==> src/exec_pkg.sv <==
`default_nettype none

package exec_pkg;

  // basic data and address word
  typedef logic [31:0] word_t;
  typedef logic [4:0]  reg_addr_t;

  // register file depth, x0 included
  localparam int NUM_REGS = 32;

  // all-ones word decodes as halt
  localparam word_t HALT_INSN = 32'hffff_ffff;

  // major opcodes of the supported rv32i subset
  typedef enum logic [6:0] {
    OP_LUI    = 7'b0110111,
    OP_AUIPC  = 7'b0010111,
    OP_JAL    = 7'b1101111,
    OP_JALR   = 7'b1100111,
    OP_BRANCH = 7'b1100011,
    OP_LOAD   = 7'b0000011,
    OP_STORE  = 7'b0100011,
    OP_IMM    = 7'b0010011,
    OP_REG    = 7'b0110011
  } opcode_e;

  typedef enum logic [3:0] {
    ALU_ADD, ALU_SUB, ALU_SLL, ALU_SLT, ALU_SLTU,
    ALU_XOR, ALU_SRL, ALU_SRA, ALU_OR, ALU_AND
  } alu_op_e;

  // funct3 of loads
  // stores share the same codes
  typedef enum logic [2:0] {
    LB  = 3'b000,
    LH  = 3'b001,
    LW  = 3'b010,
    LBU = 3'b100,
    LHU = 3'b101
  } load_type_e;

  // funct3 of conditional branches
  typedef enum logic [2:0] {
    BEQ  = 3'b000,
    BNE  = 3'b001,
    BLT  = 3'b100,
    BGE  = 3'b101,
    BLTU = 3'b110,
    BGEU = 3'b111
  } branch_type_e;

  typedef enum logic [1:0] {W_LOAD, W_PC4, W_IMM_U, W_ALU} w_sel_e;
  typedef enum logic [1:0] {A_RS1, A_PC, A_ZERO} a_sel_e;
  typedef enum logic [1:0] {B_RS2, B_IMM_I, B_IMM_U} b_sel_e;

  // registered word from fetch
  typedef struct packed {
    word_t pc;
    word_t pc4;
    word_t instr;
    logic  prediction;
  } fetch_ex_t;

  // decoded control with sign-extended immediates
  typedef struct packed {
    reg_addr_t    rs1;
    reg_addr_t    rs2;
    reg_addr_t    rd;
    alu_op_e      alu_op;
    a_sel_e       a_sel;
    b_sel_e       b_sel;
    w_sel_e       w_sel;
    load_type_e   load_type;
    branch_type_e branch_type;
    word_t        imm_i;
    word_t        imm_s;
    word_t        imm_sb;
    word_t        imm_uj;
    word_t        imm_u;
    logic         wen;
    logic         dren;
    logic         dwen;
    logic         branch;
    logic         jump;
    logic         j_sel;
    logic         halt;
    logic         illegal;
  } ctrl_t;

  // data bus request in little-endian lanes
  typedef struct packed {
    word_t      addr;
    word_t      wdata;
    logic [3:0] byte_en;
    logic       ren;
    logic       wen;
  } dbus_req_t;

  typedef struct packed {
    word_t rdata;
    logic  busy;
  } dbus_rsp_t;

endpackage

`default_nettype wire

==> src/control_decode.sv <==
`timescale 1ns/1ps
`default_nettype none

module control_decode
  import exec_pkg::*;
(
  input  word_t instr,
  output ctrl_t ctrl
);

  // funct3 plus the alternate bit to an alu operation
  function automatic alu_op_e alu_from_funct(input logic [2:0] funct3, input logic alt);
    alu_op_e op;
    case (funct3)
      3'b000:  op = alt ? ALU_SUB : ALU_ADD;
      3'b001:  op = ALU_SLL;
      3'b010:  op = ALU_SLT;
      3'b011:  op = ALU_SLTU;
      3'b100:  op = ALU_XOR;
      3'b101:  op = alt ? ALU_SRA : ALU_SRL;
      3'b110:  op = ALU_OR;
      default: op = ALU_AND;
    endcase
    return op;
  endfunction

  logic [2:0] funct3;

  assign funct3 = instr[14:12];

  always_comb begin
    ctrl = '0;
    // register fields sit at fixed positions
    ctrl.rs1 = instr[19:15];
    ctrl.rs2 = instr[24:20];
    ctrl.rd  = instr[11:7];
    ctrl.alu_op = ALU_ADD;
    ctrl.a_sel  = A_RS1;
    ctrl.b_sel  = B_RS2;
    ctrl.w_sel  = W_ALU;
    // width and compare come straight from funct3
    ctrl.load_type   = load_type_e'(funct3);
    ctrl.branch_type = branch_type_e'(funct3);
    // every immediate format sign-extended
    ctrl.imm_i  = {{20{instr[31]}}, instr[31:20]};
    ctrl.imm_s  = {{20{instr[31]}}, instr[31:25], instr[11:7]};
    ctrl.imm_sb = {{19{instr[31]}}, instr[31], instr[7], instr[30:25], instr[11:8], 1'b0};
    ctrl.imm_uj = {{11{instr[31]}}, instr[31], instr[19:12], instr[20], instr[30:21], 1'b0};
    ctrl.imm_u  = {instr[31:12], 12'b0};

    if (instr == HALT_INSN) begin
      // halt writes nothing and touches no memory
      ctrl.halt = 1'b1;
    end else begin
      case (opcode_e'(instr[6:0]))
        OP_LUI: begin
          ctrl.a_sel = A_ZERO;
          ctrl.b_sel = B_IMM_U;
          ctrl.w_sel = W_IMM_U;
          ctrl.wen   = 1'b1;
        end
        OP_AUIPC: begin
          ctrl.a_sel = A_PC;
          ctrl.b_sel = B_IMM_U;
          ctrl.wen   = 1'b1;
        end
        OP_JAL: begin
          ctrl.jump  = 1'b1;
          ctrl.j_sel = 1'b1;
          ctrl.w_sel = W_PC4;
          ctrl.wen   = 1'b1;
        end
        OP_JALR: begin
          ctrl.jump  = 1'b1;
          ctrl.w_sel = W_PC4;
          ctrl.wen   = 1'b1;
        end
        OP_BRANCH: begin
          ctrl.branch = 1'b1;
        end
        OP_LOAD: begin
          ctrl.b_sel = B_IMM_I;
          ctrl.w_sel = W_LOAD;
          ctrl.dren  = 1'b1;
          ctrl.wen   = 1'b1;
        end
        OP_STORE: begin
          // offset comes from the S format inside the alu unit
          ctrl.b_sel = B_IMM_I;
          ctrl.dwen  = 1'b1;
        end
        OP_IMM: begin
          // only srai uses bit 30
          // addi has no subtract form
          ctrl.alu_op = alu_from_funct(funct3, (funct3 == 3'b101) & instr[30]);
          ctrl.b_sel  = B_IMM_I;
          ctrl.wen    = 1'b1;
        end
        OP_REG: begin
          ctrl.alu_op = alu_from_funct(funct3, instr[30]);
          ctrl.wen    = 1'b1;
        end
        default: begin
          ctrl.illegal = 1'b1;
        end
      endcase
    end
  end

endmodule

`default_nettype wire

==> src/reg_file.sv <==
`timescale 1ns/1ps
`default_nettype none

module reg_file
  import exec_pkg::*;
(
  input  logic      CLK,
  input  logic      nRST,
  input  reg_addr_t rs1,
  input  reg_addr_t rs2,
  input  reg_addr_t rd,
  input  word_t     w_data,
  input  logic      wen,
  output word_t     rs1_data,
  output word_t     rs2_data
);

  // x0 has no storage
  word_t regs [1:NUM_REGS-1];

  always_ff @(posedge CLK, negedge nRST) begin
    if (!nRST) begin
      for (int i = 1; i < NUM_REGS; i++) begin
        regs[i] <= '0;
      end
    end else if (wen && (rd != '0)) begin
      regs[rd] <= w_data;
    end
  end

  // combinational reads with x0 as zero
  assign rs1_data = (rs1 == '0) ? '0 : regs[rs1];
  assign rs2_data = (rs2 == '0) ? '0 : regs[rs2];

endmodule

`default_nettype wire

==> src/alu_branch_unit.sv <==
`timescale 1ns/1ps
`default_nettype none

module alu_branch_unit
  import exec_pkg::*;
(
  input  fetch_ex_t fetch_ex,
  input  ctrl_t     ctrl,
  input  word_t     rs1_data,
  input  word_t     rs2_data,
  output word_t     alu_out,
  output word_t     brj_addr,
  output logic      mispredict
);

  word_t      port_a;
  word_t      port_b;
  logic [4:0] shamt;
  logic       cmp;
  logic       taken;
  word_t      branch_addr;
  word_t      jal_addr;
  word_t      jalr_addr;

  // operand a
  always_comb begin
    case (ctrl.a_sel)
      A_RS1:   port_a = rs1_data;
      A_PC:    port_a = fetch_ex.pc;
      default: port_a = '0;
    endcase
  end

  // operand b
  // stores take the S offset in the immediate slot
  always_comb begin
    case (ctrl.b_sel)
      B_RS2:   port_b = rs2_data;
      B_IMM_I: port_b = ctrl.dwen ? ctrl.imm_s : ctrl.imm_i;
      B_IMM_U: port_b = ctrl.imm_u;
      default: port_b = '0;
    endcase
  end

  // shift amount is the low five bits of b
  assign shamt = port_b[4:0];

  always_comb begin
    case (ctrl.alu_op)
      ALU_ADD:  alu_out = port_a + port_b;
      ALU_SUB:  alu_out = port_a - port_b;
      ALU_SLL:  alu_out = port_a << shamt;
      ALU_SLT:  alu_out = {31'b0, $signed(port_a) < $signed(port_b)};
      ALU_SLTU: alu_out = {31'b0, port_a < port_b};
      ALU_XOR:  alu_out = port_a ^ port_b;
      ALU_SRL:  alu_out = port_a >> shamt;
      ALU_SRA:  alu_out = $signed(port_a) >>> shamt;
      ALU_OR:   alu_out = port_a | port_b;
      ALU_AND:  alu_out = port_a & port_b;
      default:  alu_out = '0;
    endcase
  end

  // branch compare on the raw register values
  always_comb begin
    case (ctrl.branch_type)
      BEQ:     cmp = (rs1_data == rs2_data);
      BNE:     cmp = (rs1_data != rs2_data);
      BLT:     cmp = ($signed(rs1_data) < $signed(rs2_data));
      BGE:     cmp = ($signed(rs1_data) >= $signed(rs2_data));
      BLTU:    cmp = (rs1_data < rs2_data);
      BGEU:    cmp = (rs1_data >= rs2_data);
      default: cmp = 1'b0;
    endcase
  end

  // targets
  assign branch_addr = fetch_ex.pc + ctrl.imm_sb;
  assign jal_addr    = fetch_ex.pc + ctrl.imm_uj;
  assign jalr_addr   = (rs1_data + ctrl.imm_i) & ~32'h1;

  // jumps always count as taken
  assign taken = ctrl.jump | (ctrl.branch & cmp);

  assign brj_addr = ctrl.jump ? (ctrl.j_sel ? jal_addr : jalr_addr) :
                    taken     ? branch_addr : fetch_ex.pc4;

  assign mispredict = fetch_ex.prediction ^ taken;

endmodule

`default_nettype wire

==> src/load_store_unit.sv <==
`timescale 1ns/1ps
`default_nettype none

module load_store_unit
  import exec_pkg::*;
(
  input  ctrl_t     ctrl,
  input  word_t     addr,
  input  word_t     rs2_data,
  input  dbus_rsp_t dbus_rsp,
  output dbus_req_t dbus_req,
  output word_t     load_data,
  output logic      mal,
  output logic      mal_l,
  output logic      mal_s
);

  logic [1:0] byte_offset;
  logic [3:0] byte_en;
  logic       mis_addr;
  word_t      store_data;
  word_t      lane;

  assign byte_offset = addr[1:0];

  // byte enables from width and offset
  // lane 0 is the low byte
  always_comb begin
    case (ctrl.load_type)
      LB, LBU: byte_en = 4'b0001 << byte_offset;
      LH, LHU: byte_en = byte_offset[0] ? 4'b0000 :
                         byte_offset[1] ? 4'b1100 : 4'b0011;
      LW:      byte_en = 4'b1111;
      default: byte_en = 4'b0000;
    endcase
  end

  // word off a 4-byte boundary or halfword at an odd address
  always_comb begin
    case (ctrl.load_type)
      LH, LHU: mis_addr = byte_offset[0];
      LW:      mis_addr = (byte_offset != 2'b00);
      default: mis_addr = 1'b0;
    endcase
  end

  assign mal_l = ctrl.dren & mis_addr;
  assign mal_s = ctrl.dwen & mis_addr;
  assign mal   = mal_l | mal_s;

  // replicate store data across lanes
  // memory picks lanes via byte_en
  always_comb begin
    case (ctrl.load_type)
      LB:      store_data = {4{rs2_data[7:0]}};
      LH:      store_data = {2{rs2_data[15:0]}};
      default: store_data = rs2_data;
    endcase
  end

  // bus request
  // no access on a misaligned address
  assign dbus_req.addr    = addr;
  assign dbus_req.wdata   = store_data;
  assign dbus_req.byte_en = byte_en;
  assign dbus_req.ren     = ctrl.dren & ~mis_addr;
  assign dbus_req.wen     = ctrl.dwen & ~mis_addr;

  // move the addressed lane down to bit 0
  assign lane = dbus_rsp.rdata >> {byte_offset, 3'b000};

  always_comb begin
    case (ctrl.load_type)
      LB:      load_data = {{24{lane[7]}}, lane[7:0]};
      LBU:     load_data = {24'b0, lane[7:0]};
      LH:      load_data = {{16{lane[15]}}, lane[15:0]};
      LHU:     load_data = {16'b0, lane[15:0]};
      LW:      load_data = dbus_rsp.rdata;
      default: load_data = '0;
    endcase
  end

endmodule

`default_nettype wire

==> src/writeback_select.sv <==
`timescale 1ns/1ps
`default_nettype none

module writeback_select
  import exec_pkg::*;
(
  input  ctrl_t     ctrl,
  input  fetch_ex_t fetch_ex,
  input  word_t     alu_out,
  input  word_t     load_data,
  input  logic      stall,
  input  logic      busy,
  input  logic      mal,
  output word_t     w_data,
  output logic      wen
);

  // result source
  always_comb begin
    case (ctrl.w_sel)
      W_LOAD:  w_data = load_data;
      W_PC4:   w_data = fetch_ex.pc4;
      W_IMM_U: w_data = ctrl.imm_u;
      W_ALU:   w_data = alu_out;
      default: w_data = alu_out;
    endcase
  end

  // write only on the cycle the instruction retires
  // a misaligned load leaves rd untouched
  assign wen = ctrl.wen & ~stall & ~busy & ~(ctrl.dren & mal);

endmodule

`default_nettype wire

==> src/execute_stage.sv <==
`timescale 1ns/1ps
`default_nettype none

module execute_stage
  import exec_pkg::*;
(
  input  logic      CLK,
  input  logic      nRST,
  input  fetch_ex_t fetch_ex,
  input  logic      stall,
  input  dbus_rsp_t dbus_rsp,
  output dbus_req_t dbus_req,
  output word_t     brj_addr,
  output logic      mispredict,
  output logic      mal_l,
  output logic      mal_s,
  output logic      illegal,
  output logic      halt
);

  ctrl_t ctrl;
  word_t rs1_data;
  word_t rs2_data;
  word_t alu_out;
  word_t load_data;
  word_t w_data;
  logic  mal;
  logic  rf_wen;

  control_decode control_decode_inst (
    .instr (fetch_ex.instr),
    .ctrl  (ctrl)
  );

  reg_file reg_file_inst (
    .CLK      (CLK),
    .nRST     (nRST),
    .rs1      (ctrl.rs1),
    .rs2      (ctrl.rs2),
    .rd       (ctrl.rd),
    .w_data   (w_data),
    .wen      (rf_wen),
    .rs1_data (rs1_data),
    .rs2_data (rs2_data)
  );

  alu_branch_unit alu_branch_unit_inst (
    .fetch_ex   (fetch_ex),
    .ctrl       (ctrl),
    .rs1_data   (rs1_data),
    .rs2_data   (rs2_data),
    .alu_out    (alu_out),
    .brj_addr   (brj_addr),
    .mispredict (mispredict)
  );

  // alu result doubles as the data address
  load_store_unit load_store_unit_inst (
    .ctrl      (ctrl),
    .addr      (alu_out),
    .rs2_data  (rs2_data),
    .dbus_rsp  (dbus_rsp),
    .dbus_req  (dbus_req),
    .load_data (load_data),
    .mal       (mal),
    .mal_l     (mal_l),
    .mal_s     (mal_s)
  );

  writeback_select writeback_select_inst (
    .ctrl      (ctrl),
    .fetch_ex  (fetch_ex),
    .alu_out   (alu_out),
    .load_data (load_data),
    .stall     (stall),
    .busy      (dbus_rsp.busy),
    .mal       (mal),
    .w_data    (w_data),
    .wen       (rf_wen)
  );

  assign illegal = ctrl.illegal;

  // sticky halt cleared only by reset
  always_ff @(posedge CLK, negedge nRST) begin
    if (!nRST) begin
      halt <= 1'b0;
    end else if (ctrl.halt && !stall) begin
      halt <= 1'b1;
    end
  end

endmodule

`default_nettype wire

==> config.mk <==
export PLATFORM = sky130hd
export DESIGN_NAME = execute_stage
export DESIGN_NICKNAME = d
export VERILOG_FILES = /design/src/exec_pkg.sv /design/src/control_decode.sv /design/src/reg_file.sv /design/src/alu_branch_unit.sv /design/src/load_store_unit.sv /design/src/writeback_select.sv /design/src/execute_stage.sv
export SDC_FILE = /design/constraint.sdc
export NUM_CORES = 2
export LEC_CHECK = 0
export ABC_CLOCK_PERIOD_IN_PS = 10900
export BUFFER_PORTS_ARGS = -buffer_cell sky130_fd_sc_hd__clkbuf_2
export CAP_MARGIN = 20
export CORE_ASPECT_RATIO = 0.75
export CORE_UTILIZATION = 30
export CTS_BUF_LIST = sky130_fd_sc_hd__clkbuf_8
export DETAILED_ROUTE_END_ITERATION = 6
export PLACE_DENSITY = 0.5
export SLEW_MARGIN = 20
export SYNTH_ARGS = -nofsm -noshare
export SYNTH_HDL_FRONTEND = slang
export SYNTH_HIERARCHICAL = 1
export SYNTH_SLANG_ARGS = --single-unit
==> constraint.sdc <==
create_clock -name CLK -period 10.9 [get_ports CLK]
set_clock_uncertainty 0.15 [all_clocks]
set_input_delay 1.09 -clock CLK [delete_from_list [all_inputs] [get_ports CLK]]
set_output_delay 1.09 -clock CLK [all_outputs]
set_load 0.02 [all_outputs]
==> results.md <==
- Outcome: complete, no violations
- Min cycle time layout: 9.81 ns
- Clk sinks: 993
- WL/cell: 32.8 um
- Max incr delay on CP: 0.95 ns
- Full die area: 248000 um^2
- Sw Ratio: 34.9%
- Critical path launch point: fetch_ex[22]
- Max cap viols: 0
- Critical Path Slowest Stage Cell: o221ai_1
- Die width: 575 um
- DRT antenna net count: 0
- Cell mode on critical path: buf_4
- R2R depth: 28
- Final setup TNS: 0 ns
- Hold Path Class: input port to async pin
- Netlist cell types: 109
- Synth warn: 6
- Overflow after GRT: 0
- Tot Pwr: 0.00975 W
- Area growth syn-to-layout: 11.6%
- Average size of a mapped cell: 11.2 um^2
- Worst reg-to-reg setup slack: 2.39 ns
- Gp weighted congestion: 1.00
- Worst Tran Pin Value: 1.26 ns
- Syn Inst Count: 6573
- Via count: 60200
- Hold Fails Final Rpt: 0
- DRC viols: 0
- Critical Path End: dbus_req[65]
- Leak: 37.7 nW
- Core Area: 245000 um^2
- Buf+Inv Stages, Crit Path: 6
- Clock Latency Late Sink: 0.92 ns
- Std-Cell Rows: 157
- Starting Density: 30.2%
- FFs w/ async S/R, synth: 100%
- Post-synthesis sequential area ratio: 33.6%
- Crit path required time: 9.66 ns
- Most frequent cells in the layout: mux2_2, dfrtp_1, mux2i_1, mux4_2, nor2_1
- Synth area leader: dfrtp_1
- CTS max path bufs: 4
- Final Routed Wirelength: 325000 um
- # port buffers: 239
- DR vias/cell: 6.06
- Ranking of synthesized cells by area: dfrtp_1, mux2_2, mux4_2, mux2i_1, ha_1
- Final Max Slew Viols: 0
- Vias in the first global route: 57100
- Nets: 6906
- TritonCTS buffer count: 168
- Drt initial violations: 8150
- Clock Tree Root: clkbuf_8
- Clock power share: 35.0%
- PD cells: 118 nW/um^2
- CP Capture Type: primary output
- DP Wirelength: 232000 um
- R2R Path Start: reg_file_inst/regs[352]$_DFFE_PN0P_
- Combinational share of power: 26.2%
- CP Data Arrival Time: 8.57 ns
- Largest net degree at the start of global routing: 160
- Peak VDD IR: 0.0935 mV
- CP Launch Type: input port
- Clock transition at path regs: 0.06 ns
- CTS Hold Bufs: 0
- CTS tree: yes
- Rel. slew slack: 15.1%
- DRT Pass-1 Iters: 6
- Post-synth EDFFs: 0
- First-pass GRT wire length: 454000 um
- Critical setup path kind: input port to primary output
- Internal power: 0.00635 W
- Final period util: 90.0%
- FF-to-FF End: reg_file_inst/regs[379]$_DFFE_PN0P_
- H-tree Lvls: 4
- Initial antenna violation count: 27
- Post-synth top flop: dfrtp_1
- Instance count on the critical path: 22
- Synth top area share: 33.6%
- Die H: 432 um
- Commonest non-fill, non-tap cell in the layout: mux2_2
- Global-route usage over all layers: 25.5%
- Synthesized cell area: 73900 um^2
- Post-CTS setup buffers: 0
- Sequential power share: 38.8%
- Crit-path leading delay family: compound AO/OA/AOI/OAI gates
- PostCTS Resize Cnt: 0
- I/O pin count: 240
- Maximum clock rate: 102 MHz
- Worst path cell trace: buf_8 > buf_4 > buf_4 > mux4_2 > mux2i_1 > a22oi_1 > o31a_1 > buf_4 > mux2i_1 > o22a_1 > ha_1 > inv_1 > a21oi_1 > o21bai_1 > a21oi_1 > o21ai_0 > a22o_1 > a311oi_1 > o21bai_1 > xnor2_1 > o221ai_1 > clkbuf_2
- Setup Viol. Count Final: 0
- Max FO, Critical Path: 65
- Synthesized flop and latch total: 993
- P_sw: 0.00340 W
- RSZ-0062 raised after global routing: false
- Share of cells above drive strength 1: 36.8%
metal layers:
layer  share of wire [%]  track usage, %  up-vias  wire length (um)
met5               0.010               0        -                34
met1                  47            38.9    31800            152000
met3                 9.5            6.08      498             31000
met2                  41            35.1     3204            132000
met4                 3.0            7.03        6              9900
li1                    -               -    24700                 -
cell families after synthesis:
kind of cell / Yosys count / share of synthesized area (%)
XOR/XNOR: 90 / 1.08
AO/OA/AOI/OAI: 1296 / 12.1
other: 1 / 0.00507
multiplexers: 2000 / 36.0
adder cells (fa/ha/maj): 228 / 3.91
buffers and inverters: 965 / 6.88
AND/OR/NAND/NOR: 1000 / 6.41
flip-flops: 993 / 33.6
cell type report:
class / count / area (um^2)
fillers: 24500 / 162000
multi-input cells: 4628 / 44400
flip-flops and latches: 993 / 24800
repair buffers: 586 / 5190
well taps: 3259 / 4080
clock buffers: 207 / 2850
inverters: 168 / 633
clock inverters: 76 / 438
diodes: 11 / 27.5
registers in the layout (all words and copies together) (netlist names):
register and count:
reg_file_inst/regs 992, halt 1
cells in the mapped netlist, types with 17 or more instances:
library cell     n
o21bai_1        29
and3_1          36
inv_1          162
mux2_2        1085
dfrtp_1        993
a221o_1         36
o21ai_0        221
a211oi_1        57
buf_1           35
mux2_1          19
nand4_1         38
o22ai_1         43
o22a_1          47
o31ai_1         18
ha_1           223
o31a_1          36
buf_6           19
mux2i_1        479
a2111oi_0       21
a21oi_1        265
a22oi_1        116
a21o_1          53
buf_4          267
o211ai_1        82
nor2_1         299
a31oi_1         23
buf_2          207
nand3_1         67
nand2_1        281
nor3_1          74
o21a_1          30
clkbuf_1       264
nand2b_1        37
nor2b_1         61
xnor2_1         58
a221oi_1        58
mux4_2         414
a311oi_1        17
xor2_1          31
o221ai_1        25
stage by stage:
step                      setup WS [ns]  hold WS [ns]  std cells  utilization (%)  instance area, um^2
after floorplan                    1.83         0.320       6586                -                74000
after global placement            0.376         0.303       9631             32.4                79100
after detailed placement           1.13         0.304       9632             32.4                79100
after CTS                          1.36         0.111       9915             33.7                82400
after global routing               1.02         0.112       9920             33.7                82500
final                              1.09        0.0853       9928             33.7                82500
power by group through the flow:
stage          clock network [W]  registers (W)  logic, W
6_report                 0.00341        0.00379   0.00255
5_1_grt                  0.00365        0.00379   0.00265
4_1_cts                  0.00348        0.00378   0.00248
3_5_place_dp                   0        0.00385   0.00247
3_3_place_gp                   0        0.00385   0.00247
2_1_floorplan                  0        0.00384   0.00146
worst reg2reg max path: cells and delay by family (launching register included):
| family | cells | cell delay (ns) |
|---|---|---|
| flip-flops | 1 | 0.40 |
| AND/OR/NAND/NOR | 5 | 1.42 |
| AO/OA/AOI/OAI | 9 | 2.66 |
| buffers and inverters | 6 | 1.09 |
| XOR/XNOR | 1 | 0.17 |
| multiplexers | 5 | 1.85 |
| adder cells (fa/ha/maj) | 2 | 0.70 |
how the worst min path moves through the flow:
| stage | from | end | slack, ns |
|---|---|---|---|
| final | nRST | reg_file_inst/regs[388]$_DFFE_PN0P_ | 0.09 |
| after floorplan | reg_file_inst/regs[769]$_DFFE_PN0P_ | reg_file_inst/regs[769]$_DFFE_PN0P_ | 0.32 |
| after global placement | halt$_DFFE_PN0P_ | halt$_DFFE_PN0P_ | 0.30 |
| after CTS | nRST | reg_file_inst/regs[388]$_DFFE_PN0P_ | 0.11 |
| after detailed placement | halt$_DFFE_PN0P_ | halt$_DFFE_PN0P_ | 0.30 |
| after global routing | nRST | reg_file_inst/regs[196]$_DFFE_PN0P_ | 0.11 |
Note: power is estimated with default switching activity, not from simulation.
